[src/include/sram_subsystem_config.svh]
`ifndef SRAM_SUBSYSTEM_CONFIG_SVH
`define SRAM_SUBSYSTEM_CONFIG_SVH

// OBI bus widths
`define OBI_ADDR_W 32
`define OBI_DATA_W 32
`define OBI_BE_W   4

// Shared SRAM bank, depth in words
`define SRAM_WORDS 256

// Byte address of the first SRAM word
`define SRAM_BASE 32'h8000_0000

// Host window, low bound inclusive and high bound exclusive.
// Host addresses in here land in the SRAM region.
`define HOST_WIN_LO 32'h3000_0000
`define HOST_WIN_HI 32'h8000_0000

`endif

[src/logic/obi_pkg.sv]
`include "sram_subsystem_config.svh"

package obi_pkg;

    // Bus payload types
    typedef logic [`OBI_ADDR_W-1:0] obi_addr_t;
    typedef logic [`OBI_DATA_W-1:0] obi_data_t;
    typedef logic [`OBI_BE_W-1:0]   obi_be_t;

    // Word index into the SRAM bank
    typedef logic [$clog2(`SRAM_WORDS)-1:0] sram_index_t;

    // Wishbone to OBI bridge sequence
    typedef enum logic [1:0] {
        IDLE,
        REQ,
        WAIT,
        ACK
    } bridge_state_e;

    // Requester that a pending response belongs to
    typedef enum logic {
        HOST,
        LOCAL
    } owner_e;

endpackage

[src/logic/obi_bus_if.sv]
`timescale 1ns/1ps

interface obi_bus_if
    import obi_pkg::*;
();

    // Address phase
    logic      req;
    logic      gnt;
    obi_addr_t addr;
    logic      we;
    obi_be_t   be;
    obi_data_t wdata;

    // Response phase
    logic      rvalid;
    obi_data_t rdata;

    modport requester (
        output req,
        output addr,
        output we,
        output be,
        output wdata,
        input  gnt,
        input  rvalid,
        input  rdata
    );

    modport responder (
        input  req,
        input  addr,
        input  we,
        input  be,
        input  wdata,
        output gnt,
        output rvalid,
        output rdata
    );

endinterface

[src/logic/wb_obi_bridge.sv]
`timescale 1ns/1ps

`include "sram_subsystem_config.svh"

module wb_obi_bridge
    import obi_pkg::*;
(
    input  logic         clk_i,
    input  logic         rst_i,

    // Wishbone classic slave
    input  logic         wbs_cyc_i,
    input  logic         wbs_stb_i,
    input  logic         wbs_we_i,
    input  obi_be_t      wbs_sel_i,
    input  obi_addr_t    wbs_adr_i,
    input  obi_data_t    wbs_dat_i,
    output logic         wbs_ack_o,
    output obi_data_t    wbs_dat_o,

    // OBI towards the arbiter
    obi_bus_if.requester obi
);

    bridge_state_e state_q;
    bridge_state_e state_d;
    logic          start;

    obi_addr_t addr_q;
    logic      we_q;
    obi_be_t   be_q;
    obi_data_t wdata_q;
    obi_data_t rdata_q;

    // New Wishbone cycle seen while idle
    assign start = (state_q == IDLE) && wbs_cyc_i && wbs_stb_i;

    //////////////////////////////
    // Sequencer
    //////////////////////////////

    always_comb begin
        state_d = state_q;
        case (state_q)
            IDLE: begin
                if (start) begin
                    state_d = REQ;
                end
            end
            REQ: begin
                if (obi.gnt) begin
                    state_d = WAIT;
                end
            end
            WAIT: begin
                if (obi.rvalid) begin
                    state_d = ACK;
                end
            end
            default: state_d = IDLE;
        endcase
    end

    always_ff @(posedge clk_i) begin
        if (rst_i) begin
            state_q <= IDLE;
        end else begin
            state_q <= state_d;
        end
    end

    // Capture the Wishbone request, held until the grant
    always_ff @(posedge clk_i) begin
        if (start) begin
            addr_q  <= wbs_adr_i;
            we_q    <= wbs_we_i;
            be_q    <= wbs_sel_i;
            wdata_q <= wbs_dat_i;
        end
        if (state_q == WAIT && obi.rvalid) begin
            rdata_q <= obi.rdata;
        end
    end

    //////////////////////////////
    // Outputs
    //////////////////////////////

    assign obi.req   = (state_q == REQ);
    assign obi.addr  = addr_q;
    assign obi.we    = we_q;
    assign obi.be    = be_q;
    assign obi.wdata = wdata_q;

    assign wbs_ack_o = (state_q == ACK);
    assign wbs_dat_o = rdata_q;

    // The host keeps its strobe up until it has seen the ack
    ack_inside_cycle: assert property (@(posedge clk_i) disable iff (rst_i)
        wbs_ack_o |-> (wbs_cyc_i && wbs_stb_i))
        else $error("wbs_ack_o high outside a Wishbone cycle");

endmodule

[src/flat_wrapper.sv]
// flat-port wrapper written by rule: the top's interface ports become plain ports
module wb_obi_bridge_flat import obi_pkg::*;
  (clk_i, rst_i, wbs_cyc_i, wbs_stb_i, wbs_we_i, wbs_sel_i, wbs_adr_i, wbs_dat_i, wbs_ack_o, wbs_dat_o, obi_req, obi_addr, obi_we, obi_be, obi_wdata, obi_gnt, obi_rvalid, obi_rdata);
  obi_bus_if obi_i ();
  input  logic clk_i;
  input  logic rst_i;
  input  logic wbs_cyc_i;
  input  logic wbs_stb_i;
  input  logic wbs_we_i;
  input  obi_be_t wbs_sel_i;
  input  obi_addr_t wbs_adr_i;
  input  obi_data_t wbs_dat_i;
  output logic wbs_ack_o;
  output obi_data_t wbs_dat_o;
  output wire logic [$bits(obi_i.req)-1:0] obi_req;
  output wire logic [$bits(obi_i.addr)-1:0] obi_addr;
  output wire logic [$bits(obi_i.we)-1:0] obi_we;
  output wire logic [$bits(obi_i.be)-1:0] obi_be;
  output wire logic [$bits(obi_i.wdata)-1:0] obi_wdata;
  input wire logic [$bits(obi_i.gnt)-1:0] obi_gnt;
  input wire logic [$bits(obi_i.rvalid)-1:0] obi_rvalid;
  input wire logic [$bits(obi_i.rdata)-1:0] obi_rdata;
  assign obi_req = obi_i.req;
  assign obi_addr = obi_i.addr;
  assign obi_we = obi_i.we;
  assign obi_be = obi_i.be;
  assign obi_wdata = obi_i.wdata;
  assign obi_i.gnt = obi_gnt;
  assign obi_i.rvalid = obi_rvalid;
  assign obi_i.rdata = obi_rdata;
  wb_obi_bridge u_core (.clk_i(clk_i), .rst_i(rst_i), .wbs_cyc_i(wbs_cyc_i), .wbs_stb_i(wbs_stb_i), .wbs_we_i(wbs_we_i), .wbs_sel_i(wbs_sel_i), .wbs_adr_i(wbs_adr_i), .wbs_dat_i(wbs_dat_i), .wbs_ack_o(wbs_ack_o), .wbs_dat_o(wbs_dat_o), .obi(obi_i));
endmodule
[config.mk]
export PLATFORM = sky130hd
export DESIGN_NAME = wb_obi_bridge_flat
export DESIGN_NICKNAME = d
export VERILOG_FILES = /design/src/logic/obi_pkg.sv /design/src/logic/obi_bus_if.sv /design/src/logic/wb_obi_bridge.sv /design/src/flat_wrapper.sv
export VERILOG_INCLUDE_DIRS = /design/src /design/src/include
export SDC_FILE = /design/constraint.sdc
export NUM_CORES = 1
export LEC_CHECK = 0
export CAP_MARGIN = 10
export CORE_MARGIN = 4
export CORE_UTILIZATION = 55
export DETAILED_ROUTE_END_ITERATION = 8
export DONT_BUFFER_PORTS = 1
export PLACE_DENSITY = 0.68
export SETUP_SLACK_MARGIN = 0.2
export SYNTH_ARGS = -nofsm -noshare
export SYNTH_HDL_FRONTEND = slang
export SYNTH_SLANG_ARGS = --single-unit
[constraint.sdc]
create_clock -name clk_i -period 8.5 [get_ports clk_i]
set_clock_uncertainty 0.15 [all_clocks]
set_input_delay 0.425 -clock clk_i [delete_from_list [all_inputs] [get_ports clk_i]]
set_output_delay 0.425 -clock clk_i [all_outputs]
set_load 0.01 [all_outputs]
After elaboration in Yosys (flattened, before gate mapping):

Cells that the tools add are included.
W data, S select, Z words.

* flip-flop bits (word level): 103
* output and inout port bits: 103
* bits of input ports: 107

* equal/unequal tests: 6
* reduce and logical (&&, ||, !) cells: 5
* muxes and demuxes: 4

Operators by type and width (count)
* $mux W2: 3
* $pmux W2 S3: 1
* $eq A2 B2 Y1 const B: 2
* $ne A2 B1 Y1 const B: 2
* $logic_and A1 B1 Y1: 3
* $reduce_and A3 Y1: 1
* $eq A2 B1 Y1 const B: 1
* $logic_not A2 Y1: 1
* $ne A2 B2 Y1 const B: 1

Depth between registers and ports, before layout:

* depth in word-level cells: 5
* mapped depth: 5
* gate-level depth less buffers: 5

Worst setup path before layout:

No wires, ideal clock.

* kind: register -> register
* start point: register u_core.state_q[0]
* end point: register u_core.addr_q[0], in the netlist u_core.obi.addr[0], enable pin
* cell stages (with the launch flop): 4
* path buffers: 0
* slack: 5.659 ns
* setup time: 0.435 ns
* data arrival time: 2.256 ns
* required time: 7.915 ns
* path through: dfxtp_1 > inv_1 > ha_1 > and3_1

* cells in the longest elaborated chain, start to end: 3

RTL lines
* from (decl): line wb_obi_bridge.sv:25 `bridge_state_e state_q;`
* from (signal assigned): line wb_obi_bridge.sv:68 `state_q <= state_d;`
* $logic_not A2 Y1: line wb_obi_bridge.sv:36 `assign start = (state_q == IDLE) && wbs_cyc_i && wbs_stb_i;`
* $logic_and A1 B1 Y1 (2 in a row): line wb_obi_bridge.sv:36
* net u_core.start: line wb_obi_bridge.sv:27 `logic start;`
* to (signal assigned): line wb_obi_bridge.sv:75 `addr_q <= wbs_adr_i;`
* to (decl): line wb_obi_bridge.sv:29 `obi_addr_t addr_q;`

The timed path passes the listed nets, and every way through them passes these cells.
A chain may end at the register's enable or synchronous reset.

Worst setup path in the final report:

* start point: register u_core.state_q[1]
* end point: register u_core.addr_q[17], in the netlist u_core.obi.addr[17], enable pin

The elaborated chain is that of the path after synthesis.

==> flow_summary.yaml <==
worst_setup_path:
  ff2ff_setup_slack_ns: 6.12
  r2r_cells: 4
  critPathCaptureType: "flip-flop"
  start_kind: "flip-flop"
  critPathArrivalTime_ns: 2.21
  cp_max_fo: 42
  slowest_delay_ns: 0.60
  required_ns: 8.33
  path_cells: "inv_1, ha_1, and3_2, buf_4"
  r2r-start: "u_core.state_q[1]"
  r2r-end: "u_core.obi.addr[17]"
  crit_family: "buffers and inverters"
  worst-setup-path-type: "reg -> reg"
  cp_num_buf_inv: 2
  slowest_stage: "and3_2"
global_route:
  grt_overflow: 0
  grtUsageTotal: 0.177
  grt_pass1_vias: 1268
  antenna_found_initial: 0
  grt_pass1_wl_um: 8830
  grt_max_degree: 43
layout:
  final_common_cell: "edfxtp_1"
  nets: 346
  drive_gt1_frac: 0.0753
  regArea_um2: 3070
  multiInputGateArea_um2: 136
  layout_common_cells: "101 x edfxtp_1, 98 x dlygate4sd3_1, 9 x clkbuf_8"
  fin_cells: 311
  n_fill_cell: 299
  antenna_cells: 0
  syn2layout_area_growth_pct: 40.1
placement:
  io_buffers: 0
  place.gp.congestion: 0.727
  dp.cells: 197
  place_hpwl_um: 5200
  pre_cts_slack_ns: 6.17
yosys:
  synth_cells: 123
  ys_seq_area_frac: 0.953
  ys_types: 13
  avgSynthCellArea_um2: 26.2
  synth.area.top_cells: "edfxtp_1 94%, ha_1 1.9%, dfxtp_1 1.2%, inv_1 0.47%, nand2b_1 0.39%"
  ys_ff_latch: 103
  yosysTopAreaCellShare: 0.941
  synth_area_leader_cell: "edfxtp_1"
  synthesis.area_um2: 3220
  synth_warnings: 0
  syn-num-nets: 235
clock_network:
  clockRootBuffer: "clkbuf_8"
  clk_pin_slew_ns: 0.09
  worstSkewPairLatency_ns: 0.34
  ctsResizeCount: 0
  cts_buffers: 9
  cts.htree.levels: 3
  cts_tree: "yes"
  cts.sinks: 103
  cts_buffer_depth: 2
  cts_setup_buffers: 0
power_and_ir_drop:
  leakage_nw: 1.55
  power_frac_seq: 0.635
  p_clk_frac: 0.271
  switching_share: 0.252
  intPower_uw: 828
  power_frac_comb: 0.094
  p_sw_uw: 279
  p_total_mw: 1.11
  ir_drop_uv: 185
  pwr_density_cell_nw_per_um2: 245
timing:
  fin_ws_ns: 6.12
  setup_viol: 0
  fin_setup_tns_ns: 0
  slew_violations: 0
  relSlewSlack: 0.588
  hold_slack_ns: 0.0287
  hold_violations: 0
  post-route-min-period_ns: 2.38
  worstMarginPinSlew_ns: 0.618
  rsz0062_at_grt: "no"
  fmax_ghz: 0.420
  period_share: 0.280
route:
  via_per_inst: 5.22
  drt-total-wl_um: 7820
  remaining_drc_errors: 0
  ant_nets: 0
  wl_per_cell_um: 25.1
  via_count: 1624
  drtIter0Drc: 77
  first_pass_iters: 4
die:
  fp-row-count: 27
  die_w_um: 84.6
  die_y_um: 84.6
  initial_core_util: 0.575
  coreArea_um2: 5610
  boundaryPins: 210
  die_area_um2: 7150
worst_hold_path:
  hold_path.class: "in -> reg"
  whs_path_depth: 0
  min_to: "u_core.obi.wdata[19]"
  hold_start: "wbs_dat_i[19]"
run_status:
  outcome: "completed"
flow_run:
  drv_cap: 0
[logic make-up (layout without fill, tap and decap cells)]
group	Yosys count	after routing	synth area share
AOI/OAI and AO/OA	1	1	0.00311
adders and majority gates	5	5	0.0194
buffers and inverters	4	120	0.00466
DFF	103	103	0.953
muxes	2	2	0.00660
and+or+nand+nor	8	8	0.0128
[per-layer routing]
layer  wire [µm]  track usage  vias up
met5           0            0        -
met4          46       0.0734        0
met3         783       0.0991        6
met2        4380        0.307      120
met1        2610        0.174      794
li1            -            -      704
[Yosys cell counts]
cell type / instances
inv_1: 4
nand2_1: 1
nand2b_1: 2
and3_1: 1
a222oi_1: 1
ha_1: 5
and2_1: 1
dfxtp_1: 2
nor2_1: 2
mux2i_1: 1
edfxtp_1: 101
mux2_1: 1
nor3_1: 1
[what timing repair did]
item,4_1_cts,5_1_grt
hold buffers,0,98
setup endpoints to repair,0,0
endpoints found under the hold margin,0,98
[flip-flops by register name, summed over array words and instances (netlist names)]
name,flops
u_core.wbs_dat_o,32
u_core.obi.be,4
u_core.obi.wdata,32
u_core.obi.addr,32
u_core.obi.we,1
u_core.state_q,2
[worst register-to-register path: cells and delay by family (launching register included)]
family                   cells  cell delay, ns
flip-flops                   1            0.37
AND/OR/NAND/NOR              1            0.60
adder cells (fa/ha/maj)      1            0.20
buffers and inverters        2            0.69
[final cells by class]
class | instances | share of cell area
timing repair buffer | 100 | 0.221
tap | 72 | 0.0200
clock buffer | 9 | 0.0274
sequential | 103 | 0.681
multi-input combinational | 16 | 0.0302
inverter | 4 | 0.00333
clock inverter | 7 | 0.0177
[how the worst max path moves through the flow]
stage	start	endpoint	slack [ns]	cells past startpoint
final	u_core.state_q[1]	u_core.obi.addr[17]	6.12	4
after global routing	u_core.state_q[1]	u_core.obi.addr[23]	6.00	4
after CTS	u_core.state_q[0]	u_core.obi.addr[17]	6.16	4
after detailed placement	u_core.state_q[0]	u_core.obi.wdata[10]	6.17	4
after global placement	u_core.state_q[0]	u_core.obi.addr[17]	6.30	4
after floorplan	u_core.state_q[0]	u_core.obi.addr[0]	5.66	3
[per-stage QoR]
step	util	instance area [µm²]
2_1_floorplan	-	3220
3_3_place_gp	0.594	3330
3_5_place_dp	0.594	3330
4_1_cts	0.630	3530
5_1_grt	0.805	4510
6_report	0.805	4510
[power by group through the flow]
stage          combinational [mW]  clock (mW)  sequential, mW
6_report                    0.104       0.300           0.704
5_1_grt                     0.112       0.333           0.709
4_1_cts                    0.0645       0.303           0.704
3_5_place_dp               0.0639           0           0.716
3_3_place_gp               0.0577           0           0.712
2_1_floorplan              0.0482           0           0.702
Note: power is estimated with default switching activity, not from simulation.
