File: config.mk
export PLATFORM = sky130hd
export DESIGN_NAME = obi_arbiter_flat
export DESIGN_NICKNAME = d
export VERILOG_FILES = /design/src/logic/obi_pkg.sv /design/src/logic/obi_bus_if.sv /design/src/logic/obi_arbiter.sv /design/src/flat_wrapper.sv
export VERILOG_INCLUDE_DIRS = /design/src /design/src/include
export SDC_FILE = /design/constraint.sdc
export NUM_CORES = 1
export LEC_CHECK = 0
export BUFFER_PORTS_ARGS = -buffer_cell sky130_fd_sc_hd__buf_2
export CAP_MARGIN = 10
export CORE_AREA = 2 2 124 126
export CTS_CLUSTER_SIZE = 14
export DETAILED_ROUTE_END_ITERATION = 8
export DIE_AREA = 0 0 126 128
export PLACE_DENSITY = 0.37
export SLEW_MARGIN = 0
export SYNTH_ARGS = -nofsm -noshare
export SYNTH_HDL_FRONTEND = slang
export SYNTH_SLANG_ARGS = --single-unit
File: constraint.sdc
create_clock -name clk_i -period 1.6 [get_ports clk_i]
set_clock_uncertainty 0.2 [all_clocks]
set_input_delay 0 -clock clk_i [delete_from_list [all_inputs] [get_ports clk_i]]
set_output_delay 0 -clock clk_i [all_outputs]
set_load 0.1 [all_outputs]
File: src/include/sram_subsystem_config.svh
`ifndef SRAM_SUBSYSTEM_CONFIG_SVH
`define SRAM_SUBSYSTEM_CONFIG_SVH

// OBI bus widths
`define OBI_ADDR_W 32
`define OBI_DATA_W 32
`define OBI_BE_W   4

// Shared SRAM bank, depth in words
`define SRAM_WORDS 256

// Byte address of the first SRAM word
`define SRAM_BASE 32'h8000_0000

// Host window, low bound inclusive and high bound exclusive.
// Host addresses in here land in the SRAM region.
`define HOST_WIN_LO 32'h3000_0000
`define HOST_WIN_HI 32'h8000_0000

`endif

File: src/logic/obi_pkg.sv
`include "sram_subsystem_config.svh"

package obi_pkg;

    // Bus payload types
    typedef logic [`OBI_ADDR_W-1:0] obi_addr_t;
    typedef logic [`OBI_DATA_W-1:0] obi_data_t;
    typedef logic [`OBI_BE_W-1:0]   obi_be_t;

    // Word index into the SRAM bank
    typedef logic [$clog2(`SRAM_WORDS)-1:0] sram_index_t;

    // Wishbone to OBI bridge sequence
    typedef enum logic [1:0] {
        IDLE,
        REQ,
        WAIT,
        ACK
    } bridge_state_e;

    // Requester that a pending response belongs to
    typedef enum logic {
        HOST,
        LOCAL
    } owner_e;

endpackage

File: src/logic/obi_bus_if.sv
`timescale 1ns/1ps

interface obi_bus_if
    import obi_pkg::*;
();

    // Address phase
    logic      req;
    logic      gnt;
    obi_addr_t addr;
    logic      we;
    obi_be_t   be;
    obi_data_t wdata;

    // Response phase
    logic      rvalid;
    obi_data_t rdata;

    modport requester (
        output req,
        output addr,
        output we,
        output be,
        output wdata,
        input  gnt,
        input  rvalid,
        input  rdata
    );

    modport responder (
        input  req,
        input  addr,
        input  we,
        input  be,
        input  wdata,
        output gnt,
        output rvalid,
        output rdata
    );

endinterface

File: src/logic/obi_arbiter.sv
`timescale 1ns/1ps

`include "sram_subsystem_config.svh"

module obi_arbiter
    import obi_pkg::*;
(
    input  logic         clk_i,
    input  logic         rst_i,
    input  logic         host_enable_i,

    // Host requester, from the Wishbone bridge
    obi_bus_if.responder host,

    // Local requester
    input  logic         local_req_i,
    output logic         local_gnt_o,
    input  obi_addr_t    local_addr_i,
    input  logic         local_we_i,
    input  obi_be_t      local_be_i,
    input  obi_data_t    local_wdata_i,
    output logic         local_rvalid_o,
    output obi_data_t    local_rdata_o,

    // Shared path to the SRAM
    obi_bus_if.requester mem
);

    // Top nibble of the SRAM region, put on remapped host addresses
    localparam logic [3:0] REMAP_NIBBLE = 4'(`SRAM_BASE >> (`OBI_ADDR_W - 4));

    logic      host_req;
    logic      host_in_win;
    obi_addr_t host_addr;

    logic      rsp_valid_q;
    owner_e    owner_q;

    //////////////////////////////
    // Host remap
    //////////////////////////////

    // Host only takes part while enabled
    assign host_req = host.req && host_enable_i;

    assign host_in_win = (host.addr >= `HOST_WIN_LO) && (host.addr < `HOST_WIN_HI);

    always_comb begin
        if (host_in_win) begin
            host_addr = {REMAP_NIBBLE, host.addr[`OBI_ADDR_W-5:0]};
        end else begin
            host_addr = host.addr;
        end
    end

    //////////////////////////////
    // Address phase
    //////////////////////////////

    // Host wins a tie, local waits with req held
    assign mem.req   = host_req || local_req_i;
    assign mem.addr  = host_req ? host_addr   : local_addr_i;
    assign mem.we    = host_req ? host.we     : local_we_i;
    assign mem.be    = host_req ? host.be     : local_be_i;
    assign mem.wdata = host_req ? host.wdata  : local_wdata_i;

    assign host.gnt    = host_req && mem.gnt;
    assign local_gnt_o = local_req_i && !host_req && mem.gnt;

    //////////////////////////////
    // Response routing
    //////////////////////////////

    // One entry is enough since the SRAM answers in the next cycle
    always_ff @(posedge clk_i) begin
        if (rst_i) begin
            rsp_valid_q <= 1'b0;
            owner_q     <= HOST;
        end else begin
            rsp_valid_q <= mem.req && mem.gnt;
            if (mem.req && mem.gnt) begin
                owner_q <= host_req ? HOST : LOCAL;
            end
        end
    end

    assign host.rvalid    = mem.rvalid && rsp_valid_q && (owner_q == HOST);
    assign local_rvalid_o = mem.rvalid && rsp_valid_q && (owner_q == LOCAL);

    assign host.rdata    = mem.rdata;
    assign local_rdata_o = mem.rdata;

    grant_onehot: assert property (@(posedge clk_i) disable iff (rst_i)
        !(host.gnt && local_gnt_o))
        else $error("host and local granted in the same cycle");

    host_rsp_after_gnt: assert property (@(posedge clk_i) disable iff (rst_i)
        host.rvalid |-> $past(host.gnt))
        else $error("host rvalid without a host grant one cycle before");

    local_rsp_after_gnt: assert property (@(posedge clk_i) disable iff (rst_i)
        local_rvalid_o |-> $past(local_gnt_o))
        else $error("local rvalid without a local grant one cycle before");

endmodule

File: src/flat_wrapper.sv
// flat-port wrapper written by rule: the top's interface ports become plain ports
module obi_arbiter_flat import obi_pkg::*;
  (clk_i, rst_i, host_enable_i, local_req_i, local_gnt_o, local_addr_i, local_we_i, local_be_i, local_wdata_i, local_rvalid_o, local_rdata_o, host_req, host_addr, host_we, host_be, host_wdata, host_gnt, host_rvalid, host_rdata, mem_req, mem_addr, mem_we, mem_be, mem_wdata, mem_gnt, mem_rvalid, mem_rdata);
  obi_bus_if host_i ();
  obi_bus_if mem_i ();
  input  logic clk_i;
  input  logic rst_i;
  input  logic host_enable_i;
  input  logic local_req_i;
  output logic local_gnt_o;
  input  obi_addr_t local_addr_i;
  input  logic local_we_i;
  input  obi_be_t local_be_i;
  input  obi_data_t local_wdata_i;
  output logic local_rvalid_o;
  output obi_data_t local_rdata_o;
  input wire logic [$bits(host_i.req)-1:0] host_req;
  input wire logic [$bits(host_i.addr)-1:0] host_addr;
  input wire logic [$bits(host_i.we)-1:0] host_we;
  input wire logic [$bits(host_i.be)-1:0] host_be;
  input wire logic [$bits(host_i.wdata)-1:0] host_wdata;
  output wire logic [$bits(host_i.gnt)-1:0] host_gnt;
  output wire logic [$bits(host_i.rvalid)-1:0] host_rvalid;
  output wire logic [$bits(host_i.rdata)-1:0] host_rdata;
  output wire logic [$bits(mem_i.req)-1:0] mem_req;
  output wire logic [$bits(mem_i.addr)-1:0] mem_addr;
  output wire logic [$bits(mem_i.we)-1:0] mem_we;
  output wire logic [$bits(mem_i.be)-1:0] mem_be;
  output wire logic [$bits(mem_i.wdata)-1:0] mem_wdata;
  input wire logic [$bits(mem_i.gnt)-1:0] mem_gnt;
  input wire logic [$bits(mem_i.rvalid)-1:0] mem_rvalid;
  input wire logic [$bits(mem_i.rdata)-1:0] mem_rdata;
  assign host_i.req = host_req;
  assign host_i.addr = host_addr;
  assign host_i.we = host_we;
  assign host_i.be = host_be;
  assign host_i.wdata = host_wdata;
  assign host_gnt = host_i.gnt;
  assign host_rvalid = host_i.rvalid;
  assign host_rdata = host_i.rdata;
  assign mem_req = mem_i.req;
  assign mem_addr = mem_i.addr;
  assign mem_we = mem_i.we;
  assign mem_be = mem_i.be;
  assign mem_wdata = mem_i.wdata;
  assign mem_i.gnt = mem_gnt;
  assign mem_i.rvalid = mem_rvalid;
  assign mem_i.rdata = mem_rdata;
  obi_arbiter u_core (.clk_i(clk_i), .rst_i(rst_i), .host_enable_i(host_enable_i), .host(host_i), .local_req_i(local_req_i), .local_gnt_o(local_gnt_o), .local_addr_i(local_addr_i), .local_we_i(local_we_i), .local_be_i(local_be_i), .local_wdata_i(local_wdata_i), .local_rvalid_o(local_rvalid_o), .local_rdata_o(local_rdata_o), .mem(mem_i));
endmodule
---- Word level (Yosys, flattened, before mapping) ----
Cells that the tools add are included.
cells by class
  shifts and indexed selects .............. 0
  order comparisons ....................... 2
  mux-type cells .......................... 6
  reductions and logical operators ........ 11
  multiply operators ...................... 0
  div/mod/pow operators ................... 0
  add/subtract/negate cells ............... 0
  equal/unequal tests ..................... 0
  bitwise logic cells ..................... 1
operators with widths
  kind                    count
  $mux W32                3
  $ge A32 B30 Y1 const B  1
  $lt A32 B32 Y1 const B  1
  $logic_and A1 B1 Y1     9
  $mux W4                 1
  $mux W1                 2
  $logic_not A1 Y1        1
  $logic_or A1 B1 Y1      1
  $not A1 Y1              1
word-level totals
  output and inout port bits .............. 138
  logic and storage cells ................. 22
  flip-flop bits (word level) ............. 2
  bits in latches ......................... 0
  ROM bits ................................ 0
  RAM bits ................................ 0
  memories kept ........................... 0

---- Logic depth before layout (Yosys ltp) ----
Gate-level depths: netlist (run 1).
  depth after elaboration ................. 4
  mapped depth ............................ 5
  mapped depth without buffers ............ 2

---- Least setup slack after synthesis (run 1) ----
OpenSTA, ideal clock, no wires.
  path kind ............................... in2out
  from .................................... in host_req
  to ...................................... out mem_addr[31]
  arrival ................................. 1.814 ns
  path slack .............................. -0.414 ns
  buffers on the path ..................... 1
  cell stages on the path ................. 2
  cells stage by stage .................... clkbuf_2 -> a31oi_1
between the ends
  word-level cells in the longest chain between the ends .. 2
RTL lines
  element              RTL line            source
  start, declared      flat_wrapper.sv:17  input wire logic [$bits(host_i.req)-1:0] host_req;
  $logic_and A1 B1 Y1  obi_arbiter.sv:44   assign host_req = host.req && host_enable_i;
  $mux W32             obi_arbiter.sv:62   assign mem.addr = host_req ? host_addr : local_addr_i;
  end, declared        flat_wrapper.sv:26  output wire logic [$bits(mem_i.addr)-1:0] mem_addr;
No other way between the ends.

---- Worst setup path after layout (run 1) ----
  from .................................... in local_req_i
  to ...................................... reg u_core.rsp_valid_q
between the ends
  word-level cells in the longest chain between the ends .. 2
RTL lines
  element               RTL line           source
  start, declared       flat_wrapper.sv:9  input logic local_req_i;
  $logic_or A1 B1 Y1    obi_arbiter.sv:61  assign mem.req = host_req || local_req_i;
  $logic_and A1 B1 Y1   obi_arbiter.sv:80  rsp_valid_q <= mem.req && mem.gnt;
  end signal, assigned  obi_arbiter.sv:80
  end, declared         obi_arbiter.sv:36  logic rsp_valid_q;
No other way between the ends.
A chain may end at the register's enable or synchronous reset.

==> results.md, run 1 <==
- Outcome: complete, no violations
- Worst VDD drop: 0.320 mV
- WP data required: 1.50 ns
- CP Capture Type: flop
- Area grow syn2layout: 204%
- Sequential share of the synthesized area: 2.73%
- Largest net degree at the start of global routing: 31
- Cell Area, Placed: 3360 um2
- R2R setup slack: 0.24 ns
- Hold Path Class: in2reg
- Post-route ant nets: 0
- Met1 GRT Util: 9.13%
- Setup-failing EPs final: 0
- Crit Reg-Reg Endpoint: u_core.owner_q
- GPL Wtd Cong: 0.725
- Longest Clk Path Bufs: 2
- CTS tree: done
- Post-route design area: 4450 um2
- Clk pin slew, worst setup/hold paths: 0.03 ns
- Buffers on Ports: 218
- Routed WL: 7610 um
- Post-synth EDFFs: 0
- Hold EP: u_core.owner_q
- # diodes: 0
- Syn avg cell area: 9.11 um2
- Die width: 126 um
- Clk sink count: 2
- Fill count: 1,533
- Power per Cell Area: 782 nW/um2
- Hold Fails Final Rpt: 0
- Max-cap violation count: 0
- Site Rows: 45
- Max H-tree Level: 1
- Initial antenna violation count: 0
- Static Leak: 2.15 nW
- Top cell type by total area after synthesis: mux2_2
- Synth Instances: 161
- Synth Register Bits: 2
- Core ar.: 14,900 um2
- Most frequent cell after synthesis: buf_4
- Worst Tran Pin Value: 0.496 ns
- Slew headroom: 67.2%
- Yosys top cell area share: 45.3%
- Crit path max fanout: 3
- Starting DRT DRC Count: 29
- First-pass GRT wire length: 11,100 um
- Gr busiest metal: met2
- Crit path DAT: 1.42 ns
- Routed vias/inst: 3.57
- Slew Viols, Final: 0
- Syn Nets: 338
- # IOs: 315
- Initial Util: 9.87%
- RR Startpoint: u_core.owner_q
- CTS buffer count: 3
- First drt pass iteration count: 3
- Met3 usage: 1.71%
- DP HPWL: 5830 um
- Final period util: 94.6%
- Final #Nets: 562
- Die Span Y: 128 um
- GRT Residual Overflow: 0
- Multi-input logic area: 907 um2
- Syn Std Cell Area: 1470 um2
- Nature of the critical path startpoint: primary input
- Fmax: 0.661 GHz
- Worst r2r path cells: 3
- Vias in the first global route: 2,197
- Layout cells sized above 1: 85.1%
- Synth area leaders: mux2_2 45%, buf_4 33%, mux2_4 6.1%, dfxtp_1 2.7%, and3_1 2.1%
- Setup Buffers After CTS: 0
- Fin crit period: 1.51 ns
- Final TNS setup: 0 ns
- Crit path kind: in2reg
- Drt wl/cell: 13.3 um
- RSZ-0062 raised after global routing: no
- Hold Path Stages: 3
- Vias post-DR: 2,037
- Clk_lat worst skew: 0.22 ns
- DR DRC count: 0
- Sequential Area: 40.0 um2
- Tot GR Track Use: 8.52%
- Hold Path Origin: host_enable_i
- Full die area: 16,100 um2
- Root Driver: clkbuf_16
- Synth async-reset ratio: 0%
- Top_reg_cell synth: dfxtp_1
- Grt met2 use: 17.5%
- Synth top cells by count: 64 x buf_4, 59 x mux2_2, 6 x mux2_4
- Synth cell types: 21
- Syn. warnings: 0
-- kinds of logic after synthesis --
kind of cell / share of synthesized area, %
compound gates: 4.69
simple gates: 4.52
buf+inv: 36.6
mux: 51.5
flops: 2.73
-- critical path, stage by stage --
cell           delay [ns]
dlygate4sd3_1        0.54
buf_2                0.14
a21oi_2              0.12
nor3b_1              0.07
dlygate4sd3_1        0.55
-- worst max-delay path by stage --
stage,startpoint,end,slack (ns),cells after the start
after floorplan,host_req,local_gnt_o,0.07,5
after global placement,host_enable_i,mem_wdata[6],0.23,5
after detailed placement,host_enable_i,mem_wdata[19],0.21,5
after CTS,local_req_i,u_core.rsp_valid_q,0.05,5
after global routing,local_req_i,u_core.rsp_valid_q,0.02,5
final,local_req_i,u_core.rsp_valid_q,0.09,5
-- through the flow --
| stage | worst slack [ns] | cells | util (%) | hold slack [ns] | total power [mW] |
|---|---|---|---|---|---|
| 2_1_floorplan | 0.0674 | 161 | - | -0.124 | 2.09 |
| 3_3_place_gp | 0.234 | 499 | 22.6 | -0.199 | 2.19 |
| 3_5_place_dp | 0.214 | 499 | 22.6 | -0.199 | 2.19 |
| 4_1_cts | 0.0523 | 571 | 29.9 | 0.0651 | 3.50 |
| 5_1_grt | 0.0212 | 571 | 30.0 | 0.120 | 3.57 |
| 6_report | 0.0863 | 571 | 30.0 | 0.0766 | 3.48 |
-- final cells by class --
type,count,share of cell area [%]
timing repair buffer,291,71.7
multi-input combinational,86,20.4
tap,188,5.28
clock buffer,3,1.69
sequential,2,0.899
inverter,1,0.0843
-- report_power, final --
group          switching (mW)  total (mW)  internal [mW]
sequential            0.00195      0.0552         0.0533
clock                  0.0602       0.378          0.318
combinational            2.03        3.05           1.02
-- routing by layer --
layer  vias up  wire [um]
met5         -          0
met4         0         32
met3         3        742
met2       179       4380
met1       909       2450
li1        946          -
-- state kept, by name, summed over array words and instances (netlist names) --
| register | cells |
|---|---|
| u_core.owner_q | 1 |
| u_core.rsp_valid_q | 1 |
-- timing repair --
| item | in CTS | in global routing |
|---|---|---|
| setup endpoints to repair | 0 | 1 |
| endpoints found under the hold margin | 66 | 0 |
| hold buffers | 69 | 0 |
| gates resized for setup | 0 | 1 |
-- layout by cell type (no fill, tap or decap), types with 2 or more instances in the layout --
| cell type | count |
|---|---|
| mux2_2 | 59 |
| and3_1 | 5 |
| mux2_4 | 6 |
| dlygate4sd3_1 | 37 |
| dfxtp_1 | 2 |
| buf_12 | 103 |
| buf_2 | 149 |
| o21bai_1 | 2 |
| clkbuf_16 | 3 |
| a22o_1 | 2 |
| buf_4 | 2 |
| a21oi_1 | 2 |
(Power assumes the default switching activity.)
==> run 2, diff against run 1 <==
GPL_TIMING_DRIVEN = 0   (was unset)
==> run 2 against run 1 <==
Clock power about the same. Die area unchanged. Wire length decreased by 0.33%. Fmax decreased by 0.45%. Largest cell class unchanged.
==> results.md, run 2 (synthesis gave the netlist of run 1 again) <==
- Outcome: complete, no violations
- Slew headroom: 66.0% (-1.2 points)
- Vias in the first global route: 1,997 (-9.1%)
- Commonest cells after routing, fill and taps aside: 284 x buf_2, 64 x buf_4, 59 x mux2_2
- Starting DRT DRC Count: 25 (-14%)
- Power per Cell Area: 888 nW/um2 (+14%)
- Die width: 126 um (unchanged)
- Top Registers: u_core.owner_q: 1 flops, u_core.rsp_valid_q: 1 flops
- Multi-input logic area: 903 um2 (-0.41%)
- Setup-failing EPs final: 0 (unchanged)
- Max H-tree Level: 1 (unchanged)
- Hold Fails Final Rpt: 0 (unchanged)
- DP HPWL: 6950 um (+19%)
- Crit path kind: in2out
- Sequential Area: 40.0 um2 (unchanged)
- CP Capture Type: primary output
- Clk sink count: 2 (unchanged)
- Slowest cell on the critical path: mux2_4
- CP peak stage delay: 0.31 ns (-0.24 ns)
- First drt pass iteration count: 2 (-1)
- Final period util: 95.0% (+0.43 points)
- Root Driver: clkbuf_16
- Core ar.: 14,900 um2 (unchanged)
- Clk_lat worst skew: 0.22 ns (about the same)
- Routed WL: 7580 um (-0.33%)
- Fin crit period: 1.52 ns (+0.00681 ns)
- Crit-path cells: clkbuf_2 > nand2_4 > buf_6 > buf_6 > mux2_4 > buf_2
- Slew Viols, Final: 0 (unchanged)
- GRT Residual Overflow: 0 (unchanged)
- Drt wl/cell: 11.9 um (-11%)
- Largest net degree at the start of global routing: 11 (-65%)
- Final TNS setup: 0 ns (unchanged)
- # diodes: 0 (unchanged)
- Crit path DAT: 1.32 ns (-0.10 ns)
- DR DRC count: 0 (unchanged)
- Worst VDD drop: 0.390 mV (+22%)
- Full die area: 16,100 um2 (unchanged)
- Most Frequent Cell on Critical Path: buf_6
- GPL Wtd Cong: 0.736 (+1.5%)
- Final #Nets: 628 (+12%)
- Int Power: 892 uW (-36%)
- Site Rows: 45 (unchanged)
- Clk pin slew, worst setup/hold paths: 0.03 ns (about the same)
- Tot GR Track Use: 7.80% (-0.71 points)
- Die Span Y: 128 um (unchanged)
- Hold Path Class: in2reg
- Reg power frac: 1.9% (+0.3 points)
- Net Sw Frac: 69.0% (+9.0 points)
- Initial antenna violation count: 0 (unchanged)
- Routed vias/inst: 3.48 (-2.5%)
- Area grow syn2layout: 121%
- Nature of the critical path startpoint: primary input
- First-pass GRT wire length: 10,100 um (-8.9%)
- Post-route ant nets: 0 (unchanged)
- Max-cap violation count: 0 (unchanged)
- Crit path max fanout: 10 (+7)
- Clock group share of total power: 13.2% (+2.3 points)
- CTS tree: done
- Sw power: 1.99 mW (-5.0%)
- Commonest non-fill, non-tap cell in the layout: buf_2
- # IOs: 315 (unchanged)
- Fill count: 1,718 (+12%)
- Post-route design area: 3240 um2 (-27%)
- Longest Clk Path Bufs: 2 (unchanged)
- Gate power share: 84.8% (-2.7 points)
- RSZ-0062 raised after global routing: no
- CTS buffer count: 3 (unchanged)
- Static Leak: 1.90 nW (-12%)
- Initial Util: 9.87% (unchanged)
- Layout cells sized above 1: 94.4% (+9.3 points)
- Fmax: 0.658 GHz (-0.45%)
- WP data required: 1.40 ns (-0.10 ns)
- Cell Area, Placed: 3120 um2 (-7.4%)
- Buffers on Ports: 281 (+29%)
- Vias post-DR: 2,215 (+8.7%)
- Worst Tran Pin Value: 0.514 ns (+0.0179 ns)
run 2: cell types whose count changed in the layout (fill, tap and decap cells not counted), sizes merged:
cell / previous run / this run
buf: 254 / 350
clkbuf: 3 / 6
dlygate4sd3: 37 / 4
run 2: final cells by class:
| class | instances | area share (%) |
|---|---|---|
| timing repair buffer | 285 | 44.8 |
| multi-input combinational | 86 | 27.9 |
| buffer | 72 | 16.4 |
| tap | 188 | 7.26 |
| clock buffer | 3 | 2.32 |
| sequential | 2 | 1.24 |
| inverter | 1 | 0.116 |
run 2: timing repair:
| action | in CTS | in global routing |
|---|---|---|
| gates resized for setup | 1 | 2 |
| cloned | 0 | 0 |
| setup buffers | 0 | 0 |
| hold endpoints to repair | 2 | 0 |
| hold buffers | 4 | 0 |
| pin swaps | 0 | 0 |
| setup endpoints to repair | 9 | 2 |
run 2: final timing paths:
path | cells past startpoint | end | from | slack, ns
worst max register to register | 3 | u_core.owner_q | u_core.owner_q | 0.23
worst max-delay path | 6 | mem_addr[14] | host_req | 0.08
worst min register to register | 3 | u_core.owner_q | u_core.owner_q | 0.89
worst min-delay path | 3 | u_core.owner_q | host_enable_i | 0.08
run 2: per-stage QoR:
step / total power, mW / hold WS [ns] / utilization (%) / std cells / setup WS (ns)
after detailed placement: 2.50 / 0.000390 / 21.0 / 630 / -0.0381
after global routing: 2.96 / 0.132 / 21.8 / 637 / 0.00298
final: 2.88 / 0.0789 / 21.8 / 637 / 0.0795
after global placement: 2.50 / -0.00847 / 21.0 / 630 / -0.0296
after CTS: 2.90 / 0.0822 / 21.8 / 637 / 0.0282
after floorplan: 2.09 / -0.124 / - / 161 / 0.0674
run 2: power by group through the flow:
stage	clock (mW)	sequential [mW]	combinational, mW
finish	0.381	0.0553	2.44
CTS	0.387	0.0553	2.46
detailed placement	0	0.0558	2.44
floorplan	0	0.0553	2.03
global placement	0	0.0557	2.44
global route	0.392	0.0556	2.51
run 2: critical path, delay by kind of cell:
kind                   cells  cell delay, ns
muxes                      1            0.31
and+or+nand+nor            1            0.16
buffers and inverters      4            0.84
run 2: metal layers:
layer / share of wire, % / up-vias / track usage [%]
met5: 0 / - / 0
met4: 0.29 / 0 / 0.776
met3: 10 / 3 / 1.54
met2: 54 / 165 / 15.7
met1: 35 / 966 / 8.68
li1: - / 1081 / -
==> run 3, diff against run 2 <==
--- a/config.mk
+++ b/config.mk
@@ -11,2 +11,3 @@
 export CORE_AREA = 2 2 124 126
+export CTS_CLUSTER_DIAMETER = 80
 export CTS_CLUSTER_SIZE = 14
@@ -16,2 +17,3 @@
 export PLACE_DENSITY = 0.37
+export REMOVE_ABC_BUFFERS = 1
 export SLEW_MARGIN = 0
==> constraint.sdc (replaced) <==
create_clock -name clk_i -period 1.6 [get_ports clk_i]
set_clock_uncertainty 0.2 [all_clocks]
set_input_delay 0.24 -clock clk_i [delete_from_list [all_inputs] [get_ports clk_i]]
set_output_delay 0.24 -clock clk_i [all_outputs]
set_load 0.1 [all_outputs]
==> run 3 against run 2 <==
Design area is 12% lower. Fmax is 4.2% lower. First-iteration DRC count up 120%. Via count shrank 15%. Global-route usage grew 2.3 points. Wire length increased by 25%. Sequential power is 0.7% lower. Largest cell class unchanged.
==> results.md, run 3 (synthesis gave the netlist of run 1 again) <==
- Max-cap violation count: 0 (unchanged)
- Crit Reg-Reg Endpoint: u_core.owner_q
- Final setup margin: 0.0127 ns (-0.0669 ns)
- Fin crit period: 1.59 ns (+0.0669 ns)
- DR DRC count: 0 (unchanged)
- Static Leak: 1.44 nW (-24%)
- Outcome: complete, no violations
- CP Capture Type: primary output
- Buffers on Ports: 218 (-22%)
- Nature of the critical path startpoint: primary input
- R2R setup slack: 0.81 ns (+0.58 ns)
- Critical Path Sink: mem_wdata[16]
- CTS tree: done
- Full die area: 16,100 um2 (unchanged)
- First-pass GRT wire length: 11,800 um (+16%)
- RSZ-0062 raised after global routing: yes
- Commonest non-fill, non-tap cell in the layout: buf_2
- Power per Cell Area: 787 nW/um2 (-11%)
- Final #Nets: 496 (-21%)
- Worst VDD drop: 0.316 mV (-19%)
- Clk pin slew, worst setup/hold paths: 0.03 ns (about the same)
- CTS buffer count: 3 (unchanged)
- Slew headroom: 67.3% (+1.4 points)
- Vias in the first global route: 1,776 (-11%)
- # IOs: 315 (unchanged)
- Root Driver: clkbuf_16
- Layout cells sized above 1: 92.4% (-2.0 points)
- Cell Area, Placed: 2260 um2 (-27%)
- Crit path max fanout: 17 (+7)
- Crit path DAT: 1.15 ns (-0.17 ns)
- Die Span Y: 128 um (unchanged)
- WP data required: 1.16 ns (-0.24 ns)
- GRT Residual Overflow: 0 (unchanged)
- GPL Wtd Cong: 0.713 (-3.1%)
- Final period util: 99.2% (+4.2 points)
- Design Power: 2.25 mW (-22%)
- # diodes: 0 (unchanged)
- Setup-failing EPs final: 0 (unchanged)
- Vias post-DR: 1,880 (-15%)
- Hold_ws: 0.115 ns (+0.0357 ns)
- Worst r2r path cells: 2 (-1)
- Clk_lat worst skew: 0.22 ns (about the same)
- Slew Viols, Final: 0 (unchanged)
- Drt wl/cell: 18.8 um (+58%)
- RR Startpoint: u_core.owner_q
- Largest net degree at the start of global routing: 18 (+7)
- Routed WL: 9480 um (+25%)
- Post-route ant nets: 0 (unchanged)
- Initial Util: 9.87% (unchanged)
- DP HPWL: 6660 um (-4.3%)
- Hold Path Class: in2reg
- Top Registers: u_core.owner_q: 1 flops, u_core.rsp_valid_q: 1 flops
- First drt pass iteration count: 4 (+2)
- Dpl ws: -0.779 ns (-0.741 ns)
- Longest Clk Path Bufs: 2 (unchanged)
- Worst Tran Pin Value: 0.493 ns (-0.0204 ns)
- Initial antenna violation count: 0 (unchanged)
- Max H-tree Level: 1 (unchanged)
- Tot GR Track Use: 10.1% (+2.3 points)
- Clk sink count: 2 (unchanged)
- Starting DRT DRC Count: 55 (+120%)
- Hold Fails Final Rpt: 0 (unchanged)
- Setup Buffers After CTS: 0 (unchanged)
- Worst setup path startpoint: host_enable_i
- Fmax: 0.630 GHz (-4.2%)
- Die width: 126 um (unchanged)
- Area grow syn2layout: 94.5%
- Site Rows: 45 (unchanged)
- Routed vias/inst: 3.72 (+7.1%)
- Crit path kind: in2out
- Post-route design area: 2850 um2 (-12%)
- Core ar.: 14,900 um2 (unchanged)
- Commonest cells after routing, fill and taps aside: 146 x buf_2, 59 x mux2_2, 45 x buf_6
==> run 3: cell count changes in the layout (fill, tap and decap cells not counted), moves of 2 or more <==
cell and delta:
buf_4 -42, dlygate4sd3_1 -3, nand2_8 +7, buf_2 -138, buf_6 +43, buf_12 +2
==> run 3: timing repair <==
| action | 4_1_cts | 5_1_grt |
|---|---|---|
| pin swaps | 4 | 0 |
| endpoints found under the hold margin | 1 | 0 |
| hold buffers | 1 | 0 |
| setup endpoints to repair | 69 | 47 |
| gates resized for setup | 107 | 23 |
| gates cloned | 6 | 0 |
==> run 3: cell type report <==
class                           instances  area (um2)
Fill cell                            1676       12000
Timing Repair Buffer                  219        1480
Multi-Input combinational cell         92        1020
Tap cell                              188         235
Clock buffer                            3        75.1
Sequential cell                         2        40.0
Inverter                                1        3.75
==> run 3: worst min-delay path by stage <==
stage                     slack, ns  depth (start not counted)                 end     from
after global routing           0.13                          2  u_core.rsp_valid_q  mem_gnt
after global placement         0.23                          2  u_core.rsp_valid_q    rst_i
after detailed placement       0.22                          2  u_core.rsp_valid_q    rst_i
after floorplan                0.12                          1  u_core.rsp_valid_q    rst_i
after CTS                      0.12                          2  u_core.rsp_valid_q  mem_gnt
final                          0.11                          2  u_core.rsp_valid_q  mem_gnt
==> run 3: critical path: stages <==
cell,delay (ns)
buf_12,0.16
nand2_8,0.18
mux2_2,0.37
buf_6,0.19
==> run 3: per-stage QoR <==
stage,cells,utilization [%],setup TNS [ns]
5_1_grt,505,19.2,-0.418
6_report,505,19.2,0
3_3_place_gp,495,15.2,-83.74
4_1_cts,505,18.6,-0.356
3_5_place_dp,495,15.2,-48.79
2_1_floorplan,89,-,-43.16
==> run 3: per-layer routing <==
metal  global-route usage [%]  up-vias  wire (um)
met3                     8.85        6       1710
li1                         -      827          -
met5                     4.33        -         66
met1                     11.8      852       3570
met2                     14.0      193       4100
met4                     1.16        2         26
==> run 3: report_power, final <==
part           total [mW]  internal [mW]  switching [mW]
Combinational        1.81          0.512            1.30
Sequential         0.0549         0.0533         0.00163
Clock               0.379          0.318          0.0606
